[src/rtl/stepper_params.svh]
// Sizing, reset defaults and API version of the stepper controller for inclusion in every RTL file
`ifndef STEPPER_PARAMS_SVH
`define STEPPER_PARAMS_SVH

// Axes and datapath widths
`define NUM_MOTORS 2
`define WORD_BITS 64
`define DDA_BITS 64
`define DURATION_BITS 32
`define POS_BITS 32

// Move storage
`define QUEUE_DEPTH 2

// Tick divider
`define DIVISOR_BITS 8
`define DEFAULT_DIVISOR 32

// API version returned lowest byte first as patch, minor, major and devel
`define VERSION_MAJOR 8'd1
`define VERSION_MINOR 8'd0
`define VERSION_PATCH 8'd3
`define VERSION_DEVEL 8'd0

`endif

[src/rtl/stepper_pkg.sv]
// Command codes and shared record types that the stepper controller RTL modules import
`default_nettype none

`include "stepper_params.svh"

package stepper_pkg;

  // Header codes in the top byte of the first word of a message
  typedef enum logic [7:0] {
    COORDINATED_STEP = 8'h01,
    MOTOR_ENABLE     = 8'h0a,
    MOTOR_BRAKE      = 8'h0b,
    CLK_DIVISOR      = 8'h20,
    API_VERSION      = 8'hfe
  } cmd_e;

  // One complete coordinated move as assembled by the parser
  typedef struct packed {
    logic [`NUM_MOTORS-1:0]                dir;       // 1 counts up
    logic [`DURATION_BITS-1:0]             duration;  // In DDA ticks
    logic [`NUM_MOTORS-1:0][`DDA_BITS-1:0] increment;
    logic [`NUM_MOTORS-1:0][`DDA_BITS-1:0] increment_increment;  // Signed
  } move_t;

  // Motor-facing outputs
  typedef struct packed {
    logic [`NUM_MOTORS-1:0] step;
    logic [`NUM_MOTORS-1:0] dir;
    logic [`NUM_MOTORS-1:0] enable;
    logic [`NUM_MOTORS-1:0] brake;
  } motor_ctrl_t;

endpackage

`default_nettype wire

[src/rtl/tick_divider.sv]
// Programmable down-counter that paces all DDAs with a single-cycle tick
`timescale 1ns/10ps
`default_nettype none

`include "stepper_params.svh"

module tick_divider (
  input  wire                      CLK,
  input  wire                      resetn,
  input  wire [`DIVISOR_BITS-1:0]  divisor,
  output logic                     tick
);

  logic [`DIVISOR_BITS-1:0] count;

  // Period is divisor+1 cycles
  always_ff @(posedge CLK) begin
    if (resetn) begin
      count <= '0;
      tick  <= 1'b0;
    end else if (count == '0) begin
      count <= divisor;  // New divisor takes effect on reload
      tick  <= 1'b1;
    end else begin
      count <= count - 1'b1;
      tick  <= 1'b0;
    end
  end

endmodule

`default_nettype wire

[src/rtl/dda_axis.sv]
// Per-axis DDA with a ramped rate that emits step pulses and tracks the step position
`timescale 1ns/10ps
`default_nettype none

`include "stepper_params.svh"

module dda_axis (
  input  wire                       CLK,
  input  wire                       resetn,
  input  wire                       tick,
  input  wire                       loading_move,
  input  wire                       executing_move,
  input  wire  [`DDA_BITS-1:0]      increment,
  input  wire  [`DDA_BITS-1:0]      increment_increment,
  input  wire                       dir,
  output logic                      step,
  output logic signed [`POS_BITS-1:0] position
);

  logic [`DDA_BITS-1:0] acc;
  logic [`DDA_BITS-1:0] rate;  // Two's complement and ramped each tick
  logic [`DDA_BITS:0]   sum;   // Top bit is the carry

  assign sum = {1'b0, acc} + {1'b0, rate};

  always_ff @(posedge CLK) begin
    if (resetn) begin
      acc      <= '0;
      rate     <= '0;
      step     <= 1'b0;
      position <= '0;
    end else begin
      step <= 1'b0;
      if (loading_move) begin
        acc  <= '0;
        rate <= increment;
      end else if (tick && executing_move) begin
        acc  <= sum[`DDA_BITS-1:0];
        rate <= rate + increment_increment;
        step <= sum[`DDA_BITS];
        // Position tracks the pulse while dir still belongs to this move
        if (sum[`DDA_BITS])
          position <= dir ? position + 1'b1 : position - 1'b1;
      end
    end
  end

endmodule

`default_nettype wire

[src/rtl/move_queue.sv]
// Two-slot move store with the FSM that starts, times and retires moves on DDA ticks
`timescale 1ns/10ps
`default_nettype none

`include "stepper_params.svh"

module move_queue
  import stepper_pkg::*;
(
  input  wire        CLK,
  input  wire        resetn,
  input  wire        tick,
  input  wire        halt,
  input  wire        push,
  input  wire move_t move,
  output logic       buffer_dtr,
  output logic       loading_move,
  output logic       executing_move,
  output move_t      active_move,
  output logic       move_done
);

  localparam int IDX_BITS = $clog2(`QUEUE_DEPTH);
  localparam int CNT_BITS = $clog2(`QUEUE_DEPTH + 1);

  typedef enum logic {
    IDLE,
    RUN
  } state_e;

  state_e                    state;
  move_t                     slots [`QUEUE_DEPTH];
  logic [IDX_BITS-1:0]       wr_idx;
  logic [IDX_BITS-1:0]       rd_idx;
  logic [CNT_BITS-1:0]       fill;       // Includes the running move
  logic [`DURATION_BITS-1:0] remaining;  // Ticks left in the running move
  logic                      tick_en;
  logic                      last_tick;
  logic                      do_push;
  logic                      do_load;

  // A tick in the load cycle is skipped by the DDAs, so it is skipped here too
  assign tick_en        = tick & ~loading_move;
  assign last_tick      = (state == RUN) && tick_en && (remaining <= `DURATION_BITS'(1));
  assign executing_move = (state == RUN);
  assign buffer_dtr     = (fill < CNT_BITS'(`QUEUE_DEPTH));
  assign do_push        = push & buffer_dtr;  // Full queue drops the push
  assign do_load        = (state == IDLE) && tick && (fill != '0);
  assign move_done      = last_tick & ~halt;

  always_ff @(posedge CLK) begin
    if (resetn) begin
      state           <= IDLE;
      wr_idx          <= '0;
      rd_idx          <= '0;
      fill            <= '0;
      remaining       <= '0;
      loading_move    <= 1'b0;
      active_move.dir <= '0;
    end else if (halt) begin
      state        <= IDLE;
      rd_idx       <= wr_idx;
      fill         <= '0;
      loading_move <= 1'b0;
    end else begin
      loading_move <= do_load;
      if (do_push) begin
        slots[wr_idx] <= move;
        wr_idx <= (wr_idx == IDX_BITS'(`QUEUE_DEPTH - 1)) ? '0 : wr_idx + 1'b1;
      end
      fill <= fill + CNT_BITS'(do_push) - CNT_BITS'(last_tick);

      if (do_load) begin
        state       <= RUN;
        remaining   <= slots[rd_idx].duration;
        active_move <= slots[rd_idx];
      end else if (last_tick) begin
        // Retire the slot and let the next move wait for the following tick
        state  <= IDLE;
        rd_idx <= (rd_idx == IDX_BITS'(`QUEUE_DEPTH - 1)) ? '0 : rd_idx + 1'b1;
      end else if ((state == RUN) && tick_en) begin
        remaining <= remaining - 1'b1;
      end
    end
  end

endmodule

`default_nettype wire

[src/rtl/word_parser.sv]
// Host word decoder that sets motor controls, assembles moves for the queue and returns readback
`timescale 1ns/10ps
`default_nettype none

`include "stepper_params.svh"

module word_parser
  import stepper_pkg::*;
(
  input  wire                              CLK,
  input  wire                              resetn,
  input  wire        [`WORD_BITS-1:0]      word_data_received,
  input  wire                              word_received,
  output logic       [`WORD_BITS-1:0]      word_send_data,
  input  wire logic signed [`POS_BITS-1:0] position [`NUM_MOTORS],
  output logic                             push,
  output move_t                            move,
  output logic       [`NUM_MOTORS-1:0]     enable,
  output logic       [`NUM_MOTORS-1:0]     brake,
  output logic       [`DIVISOR_BITS-1:0]   divisor
);

  logic              word_received_q;
  logic              word_rise;
  logic [7:0]        message_header;
  logic [7:0]        word_count;
  logic              in_move;
  cmd_e              header_cmd;
  logic signed [`POS_BITS-1:0] pos_snap [`NUM_MOTORS];  // Positions at the move header

  assign word_rise  = word_received & ~word_received_q;
  assign in_move    = (message_header == COORDINATED_STEP);
  assign header_cmd = cmd_e'(word_data_received[`WORD_BITS-1 -: 8]);

  // Snapshot and move payload
  always_ff @(posedge CLK) begin
    if (word_rise) begin
      if (!in_move) begin
        if (header_cmd == COORDINATED_STEP) begin
          move.dir <= word_data_received[`NUM_MOTORS-1:0];
          for (int n = 0; n < `NUM_MOTORS; n++) begin
            pos_snap[n] <= position[n];
          end
        end
      end else begin
        if (word_count == 8'd1)
          move.duration <= word_data_received[`DURATION_BITS-1:0];
        for (int n = 0; n < `NUM_MOTORS; n++) begin
          if (word_count == 8'(2 * n + 2))
            move.increment[n] <= word_data_received[`DDA_BITS-1:0];
          if (word_count == 8'(2 * n + 3))
            move.increment_increment[n] <= word_data_received[`DDA_BITS-1:0];
        end
      end
    end
  end

  always_ff @(posedge CLK) begin
    if (resetn) begin
      word_received_q <= 1'b0;
      message_header  <= 8'd0;
      word_count      <= 8'd0;
      word_send_data  <= '0;
      push            <= 1'b0;
      enable          <= '0;
      brake           <= '0;
      divisor         <= `DIVISOR_BITS'(`DEFAULT_DIVISOR);
    end else begin
      word_received_q <= word_received;
      push            <= 1'b0;  // Single cycle
      if (word_rise) begin
        word_send_data <= '0;
        if (!in_move) begin
          message_header <= header_cmd;
          word_count     <= 8'd1;
          case (header_cmd)
            MOTOR_ENABLE: enable  <= word_data_received[`NUM_MOTORS-1:0];
            MOTOR_BRAKE:  brake   <= word_data_received[`NUM_MOTORS-1:0];
            CLK_DIVISOR:  divisor <= word_data_received[`DIVISOR_BITS-1:0];
            API_VERSION: begin
              word_send_data[31:0] <= {`VERSION_DEVEL, `VERSION_MAJOR,
                                       `VERSION_MINOR, `VERSION_PATCH};
            end
            default: ;  // Unknown headers are ignored
          endcase
        end else begin
          word_count <= word_count + 8'd1;
          if (word_count == 8'd1)
            word_send_data <= pos_snap[0];  // Sign extended
          for (int n = 0; n < `NUM_MOTORS; n++) begin
            // Increment word returns zero, already cleared above
            if (word_count == 8'(2 * n + 3)) begin
              if (n < `NUM_MOTORS - 1) begin
                word_send_data <= pos_snap[n+1];
              end else begin
                push           <= 1'b1;  // Move complete
                message_header <= 8'd0;
                word_count     <= 8'd0;
              end
            end
          end
        end
      end
    end
  end

endmodule

`default_nettype wire

[src/rtl/stepper_ctrl_top.sv]
// Stepper controller top level joining the word parser, move queue, tick divider and axis DDAs
`timescale 1ns/10ps
`default_nettype none

`include "stepper_params.svh"

module stepper_ctrl_top
  import stepper_pkg::*;
(
  input  wire                    CLK,
  input  wire                    resetn,
  input  wire [`WORD_BITS-1:0]   word_data_received,
  input  wire                    word_received,
  output logic [`WORD_BITS-1:0]  word_send_data,
  output logic                   buffer_dtr,
  output logic                   move_done,
  input  wire                    halt,
  output motor_ctrl_t            motor
);

  move_t                      push_move;
  move_t                      active_move;
  logic                       push;
  logic                       tick;
  logic                       loading_move;
  logic                       executing_move;
  logic [`NUM_MOTORS-1:0]     enable;
  logic [`NUM_MOTORS-1:0]     brake;
  logic [`NUM_MOTORS-1:0]     step;
  logic [`DIVISOR_BITS-1:0]   divisor;
  logic signed [`POS_BITS-1:0] position [`NUM_MOTORS];

  word_parser u_parser (
    .CLK                (CLK),
    .resetn             (resetn),
    .word_data_received (word_data_received),
    .word_received      (word_received),
    .word_send_data     (word_send_data),
    .position           (position),
    .push               (push),
    .move               (push_move),
    .enable             (enable),
    .brake              (brake),
    .divisor            (divisor)
  );

  move_queue u_queue (
    .CLK            (CLK),
    .resetn         (resetn),
    .tick           (tick),
    .halt           (halt),
    .push           (push),
    .move           (push_move),
    .buffer_dtr     (buffer_dtr),
    .loading_move   (loading_move),
    .executing_move (executing_move),
    .active_move    (active_move),
    .move_done      (move_done)
  );

  tick_divider u_divider (
    .CLK     (CLK),
    .resetn  (resetn),
    .divisor (divisor),
    .tick    (tick)
  );

  for (genvar i = 0; i < `NUM_MOTORS; i++) begin : g_axis
    dda_axis u_axis (
      .CLK                 (CLK),
      .resetn              (resetn),
      .tick                (tick),
      .loading_move        (loading_move),
      .executing_move      (executing_move),
      .increment           (active_move.increment[i]),
      .increment_increment (active_move.increment_increment[i]),
      .dir                 (active_move.dir[i]),
      .step                (step[i]),
      .position            (position[i])
    );
  end

  // Dir follows the running move
  assign motor = '{step: step, dir: active_move.dir, enable: enable, brake: brake};

endmodule

`default_nettype wire

[config.mk]
export PLATFORM = sky130hd
export DESIGN_NAME = stepper_ctrl_top
export DESIGN_NICKNAME = d
export VERILOG_FILES = /design/src/rtl/stepper_pkg.sv /design/src/rtl/tick_divider.sv /design/src/rtl/dda_axis.sv /design/src/rtl/move_queue.sv /design/src/rtl/word_parser.sv /design/src/rtl/stepper_ctrl_top.sv
export VERILOG_INCLUDE_DIRS = /design/src /design/src/rtl
export SDC_FILE = /design/constraint.sdc
export NUM_CORES = 2
export LEC_CHECK = 0
export ABC_CLOCK_PERIOD_IN_PS = 29200
export CORE_MARGIN = 8
export CORE_UTILIZATION = 35
export DETAILED_ROUTE_END_ITERATION = 7
export DONT_BUFFER_PORTS = 1
export MAX_ROUTING_LAYER = met4
export PLACE_DENSITY = 0.51
export SYNTH_ARGS = -nofsm -noshare
export SYNTH_HDL_FRONTEND = slang
export SYNTH_SLANG_ARGS = --single-unit
export TNS_END_PERCENT = 50
[constraint.sdc]
create_clock -name CLK -period 29.2 [get_ports CLK]
set_input_delay 1.46 -clock CLK [delete_from_list [all_inputs] [get_ports CLK]]
set_output_delay 1.46 -clock CLK [all_outputs]
set_load 0.02 [all_outputs]
---- After elaboration in Yosys (flattened, before gate mapping) ----
Memory sizes are Yosys's and may differ from the RTL's. A register that Yosys moved wholly into a read port is not among the register bits.
Cells that the tools add are included.
storage, ports and cells
  RAM bits ................................ 644
  input port bits ......................... 68
  output and inout port bits .............. 74
  memories kept ........................... 2
  flip-flop bits (word level) ............. 1011
memories
  memory             words  bits a word  rd ports  clocked after memory_dff  write ports  line               RTL
  u_queue.slots      2      290          1         1                         1            move_queue.sv:32   move_t slots [`QUEUE_DEPTH];
  u_parser.pos_snap  2      32           2         0                         2            word_parser.sv:29  logic signed [`POS_BITS-1:0] pos_snap [`NUM_MOTORS];
operators by class
  add/subtract/negate cells ............... 15
  reductions and logical operators ........ 32
  $lt $le $gt $ge ......................... 2
  mux-type cells .......................... 38
  equality and inequality tests ........... 14
  bitwise gates (word level) .............. 12
operators with widths
  cell                   count
  $mux 64                6
  $mux 32                7
  $add 64x64->65         2
  $add 64x64->64         2
  $sub 32x1->32 const B  3
  $add 32x1->32 const B  2
  $mux 8                 5
  $reduce_and 3->1       13
  $le 32x1->1 const B    1
  $eq 8x1->1 const B     3
  $mux 1                 19
  $mux 17                1
  $eq 8x2->1 const B     2
  $eq 8x3->1 const B     2
  $eq 8x4->1 const B     2
  $reduce_bool 2->1      5
  $add 8x1->8 const B    1
  $eq 8x6->1 const B     1
  $eq 8x8->1 const B     1
  $logic_not 8->1        1
  $not 1->1              8
  $reduce_and 2->1       4
  $sub 8x1->8 const B    1
  $ne 2x2->1 const B     3
  other kinds (8)        18

---- Longest topological paths before layout ----
  depth after elaboration ................. 9
  depth in mapped cells ................... 16
  mapped depth without buffers ............ 14

---- Modules after synthesis ----
Synthesis repeated with hierarchy kept, for this count alone.
unflattened totals
  cells, all modules ...................... 6325
  area, all modules ....................... 76263.1 um^2
modules (own cells, without submodules)
  module                        area each (um^2)  instances  cells an instance
  move_queue                    32098.3           1          1535
  dda_axis at g_axis[0].u_axis  15382.3           1          2063
  dda_axis at g_axis[1].u_axis  14615.3           1          1975
  word_parser                   13671.9           1          697
  tick_divider                  495.5             1          55

---- Least setup slack after synthesis ----
No wires, ideal clock.
  path kind ............................... input to register
  from .................................... input resetn
  to ...................................... register, netlist name u_queue.active_move[0]
  setup time .............................. 1.186 ns
  path slack .............................. 8.582 ns
  data required time ...................... 28.014 ns
  stages .................................. 4
  buffers on the path ..................... 3
  arrival ................................. 19.432 ns
  cells stage by stage .................... clkbuf_1 > clkbuf_1 > clkbuf_1 > nor3_1
between the ends
  cells in the longest elaborated chain, start to end .. 2
RTL lines
  element                     line                    RTL
  from (decl)                 stepper_ctrl_top.sv:11  input wire resetn,
  $not 1->1 (no line)         n/a
  $reduce_and 3->1 (no line)  n/a
No other way between the ends.
A chain may end at the register's enable or synchronous reset.

---- Final worst setup path ----
  from .................................... register u_queue.state (netlist: u_queue.executing_move)
  to ...................................... output move_done
between the ends
  cells in the longest elaborated chain, start to end .. 3
RTL lines
  element                         line                    RTL
  from (decl)                     move_queue.sv:31        state_e state;
  from (signal assigned)          move_queue.sv:53        state <= IDLE;
  from (signal assigned)          move_queue.sv:61        state <= IDLE;
  from (signal assigned)          move_queue.sv:74        state <= RUN;
  $logic_and 1x1->1 (2 in a row)  move_queue.sv:44        assign last_tick = (state == RUN) && tick_en && (remaining <= `DURATION_BITS'(1));
  $and 1x1->1                     move_queue.sv:49        assign move_done = last_tick & ~halt;
  to (decl)                       stepper_ctrl_top.sv:16  output logic move_done,
No other way between the ends.

==> results.sh <==
export IMPL_pwr_share_clk_pct=47.9
export IMPL_postSynthAreaPerCell_um2=12.1
export IMPL_syn_nets=6501
export IMPL_drive_gt1_share_pct=11.1
export IMPL_p_leak_nw=29.9
export IMPL_timing_fmax_ghz=0.209
export IMPL_track_usage_pct=16.9
export IMPL_initial_core_util_pct=35.2
export IMPL_antenna_left=0
export IMPL_io_pins=142
export IMPL_final_common_cell="edfxtp_1"
export IMPL_relSlewSlack_pct=24.5
export IMPL_total_power_mw=4.79
export IMPL_cts_setup_buffers=0
export IMPL_reg2reg_slack_ns=24.52
export IMPL_cp_start_kind="register"
export IMPL_grt_max_degree=252
export IMPL_slew_viol_final=0
export IMPL_mappedNetlistArea_um2=73900
export IMPL_cts_tree="done"
export IMPL_drcViolationCount=0
export IMPL_rsz0062_at_grt="no"
export IMPL_crit_arrival_ns=3.33
export IMPL_finalHoldViolations=0
export IMPL_clockBufferDepth=3
export IMPL_synthFlopType="edfxtp_1"
export IMPL_p_int_mw=3.81
export IMPL_p_sw_mw=0.977
export IMPL_grt_ovfl_total=0
export IMPL_fin_setup_tns_ns=0
export IMPL_critPathBufInv=1
export IMPL_place_congestion=0.878
export IMPL_die_w_um=475
export IMPL_numCtsBuffers=174
export IMPL_worstMarginPinSlew_ns=1.13
export IMPL_critPathRequiredTime_ns=27.74
export IMPL_hold_buffers=0
export IMPL_post_route_period_util_pct=16.4
export IMPL_clock_sinks=1624
export IMPL_vias=47075
export IMPL_fin_nets=6417
export IMPL_die_y_um=475
export IMPL_rows=168
export IMPL_clk_pin_slew_ns=0.06
export IMPL_status="completed"
export IMPL_switching_share_pct=20.4
export IMPL_crit_family="simple AND/OR/NAND/NOR gates"
export IMPL_seq_power_share_pct=51.3
export IMPL_powerDensity_nw_per_um2=58.0
export IMPL_synthToLayoutAreaGrowth_pct=11.8
export IMPL_cp_slowest_cell="buf_4"
export IMPL_hp_class="register to register"
export IMPL_synthDistinctLibCells=107
export IMPL_ys_warn_count=0
export IMPL_syn_inst=6103
export IMPL_critPathMaxFanout=46
export IMPL_wl_per_cell_um=21.1
export IMPL_die_area_um2=226000
export IMPL_finClkSkew_ns=0.0501
export IMPL_via_per_inst=5.24
export IMPL_totalWireLength_mm=190
export IMPL_end_kind="output pin"
export IMPL_portBuffers=0
export IMPL_final_cell_mix="edfxtp_1, a21oi_1, nand2_1, dfxtp_1, nor2_1"
export IMPL_h_tree_depth=4
export IMPL_pwr_share_comb_pct=0.8
export IMPL_synth_edff_count=1190
export IMPL_ys_seq_elements=1624
export IMPL_yosysSeqAreaShare_pct=60.1
export IMPL_finalSetupViolations=0
export IMPL_grt_pass1_wl_mm=287
export IMPL_cts_resized=0
export IMPL_path_cells="nand2_4, nor2_1, buf_4, nand2_1, nor2_1, nand3_1, nor2_1"
export IMPL_async_flop_share_pct=0
export IMPL_period_minus_slack_ns=4.79
export IMPL_drt_iter0_markers=3379
export IMPL_crit_type="register to output pin"
export IMPL_irDropWorstVdd_mv=0.0555
export IMPL_cpMostUsedCell="nor2_1"
export IMPL_crit_path_max_incr_delay_ns=0.44
export IMPL_cts_root_buf="clkbuf_16"
export IMPL_dp_hpwl_mm=126
export IMPL_antenna_found_initial=16
export IMPL_dr_pass1_iters=6
export IMPL_grt_pass1_vias=46328
export IMPL_max_cap_violations=0
export IMPL_coreArea_um2=210000
export IMPL_clk_latency_ns=0.84
==> sequential cells by signal, indices dropped and copies added, names as in the netlist, 2 cells and up, named ones only <==
| register | cells |
|---|---|
| g_axis.u_axis.rate | 128 |
| u_parser.pos_snap | 64 |
| u_parser.brake | 2 |
| u_divider.count | 8 |
| u_queue.slots | 580 |
| g_axis.u_axis.step | 2 |
| g_axis.u_axis.position | 64 |
| u_queue.fill | 2 |
| g_axis.u_axis.acc | 128 |
| u_parser.move | 290 |
| u_queue.active_move | 258 |
| u_queue.remaining | 32 |
| u_parser.enable | 2 |
| u_parser.message_header | 8 |
| u_parser.word_send_data | 32 |
| u_parser.word_count | 8 |
| u_parser.divisor | 8 |
==> final cells by class <==
cell class,instances,area (um2)
Antenna cell,7,17.5
Clock buffer,231,4760
Clock inverter,98,1250
Fill cell,20048,127000
Inverter,98,368
Multi-Input combinational cell,4064,27800
Sequential cell,1624,44400
Tap cell,2805,3510
Timing Repair Buffer,57,460
==> worst paths after layout <==
kind / start / to / cells after the start
min reg2reg: u_parser.move[198]$_DFFE_PP_ / u_queue.slots[0][198]$_DFFE_PP_ / 0
min: u_parser.move[198]$_DFFE_PP_ / u_queue.slots[0][198]$_DFFE_PP_ / 0
max: u_queue.executing_move$_SDFFE_PP0P_ / move_done / 7
max reg2reg: u_queue.active_move[0]$_DFFE_PP_ / g_axis[0].u_axis.rate[60]$_SDFFE_PP0P_ / 14
==> cell families after synthesis <==
logic type               after synthesis  share of synthesized area (%)
AO/OA/AOI/OAI                       1648                           14.4
XOR/XNOR                             300                           3.56
adder cells (fa/ha/maj)              330                           5.65
buffers and inverters                415                           2.40
flip-flops                          1624                           60.1
multiplexers                         336                           4.99
AND/OR/NAND/NOR                     1450                           8.87
==> layer usage <==
| metal | vias to the layer above | routed length [um] | global-route usage, % |
|---|---|---|---|
| met4 | 0 | 6300 | 5.47 |
| met2 | 1058 | 85200 | 25.7 |
| met5 | - | 0 | - |
| met3 | 312 | 11400 | 4.10 |
| li1 | 22684 | - | - |
| met1 | 23021 | 86900 | 22.2 |
==> power by group through the flow <==
stage               Combinational, mW  Clock [mW]  Sequential (mW)
floorplan                      0.0330           0             2.51
global placement               0.0360           0             2.51
detailed placement             0.0364           0             2.51
CTS                            0.0367        2.36             2.46
global route                   0.0411        2.45             2.46
finish                         0.0362        2.30             2.46
==> synth_stat cells (40+ instances only) <==
| library cell | number | share of area [%] |
|---|---|---|
| edfxtp_1 | 1190 | 48 |
| a21oi_1 | 633 | 4.3 |
| nand2_1 | 530 | 2.7 |
| dfxtp_1 | 434 | 12 |
| nor2_1 | 431 | 2.2 |
| ha_1 | 324 | 5.5 |
| o21ai_0 | 268 | 1.8 |
| mux2_2 | 258 | 3.9 |
| clkbuf_1 | 229 | 1.2 |
| xnor2_1 | 195 | 2.3 |
| a21o_1 | 190 | 1.9 |
| xor2_1 | 105 | 1.2 |
| inv_1 | 97 | 0.49 |
| nand3_1 | 82 | 0.56 |
| nor3_1 | 82 | 0.56 |
| mux2i_1 | 78 | 1.1 |
| nand4_1 | 72 | 0.61 |
| and3_1 | 61 | 0.52 |
| a211oi_1 | 59 | 0.60 |
| o211a_1 | 45 | 0.61 |
| o21bai_1 | 45 | 0.46 |
| nand2b_1 | 43 | 0.36 |
| a22oi_1 | 42 | 0.43 |
| buf_4 | 40 | 0.41 |
==> through the flow <==
step / hold slack, ns / cells / utilization, % / worst slack [ns] / area [um2]
3_5_place_dp: 0.429 / 8648 / 36.5 / 24.42 / 76500
3_3_place_gp: 0.422 / 8648 / 36.5 / 24.47 / 76500
4_1_cts: 0.427 / 8977 / 39.3 / 24.27 / 82500
6_report: 0.432 / 8984 / 39.4 / 24.41 / 82600
2_1_floorplan: 0.417 / 6103 / - / 8.58 / 73900
5_1_grt: 0.442 / 8981 / 39.4 / 24.18 / 82600
Note: power is estimated with default switching activity, not from simulation.
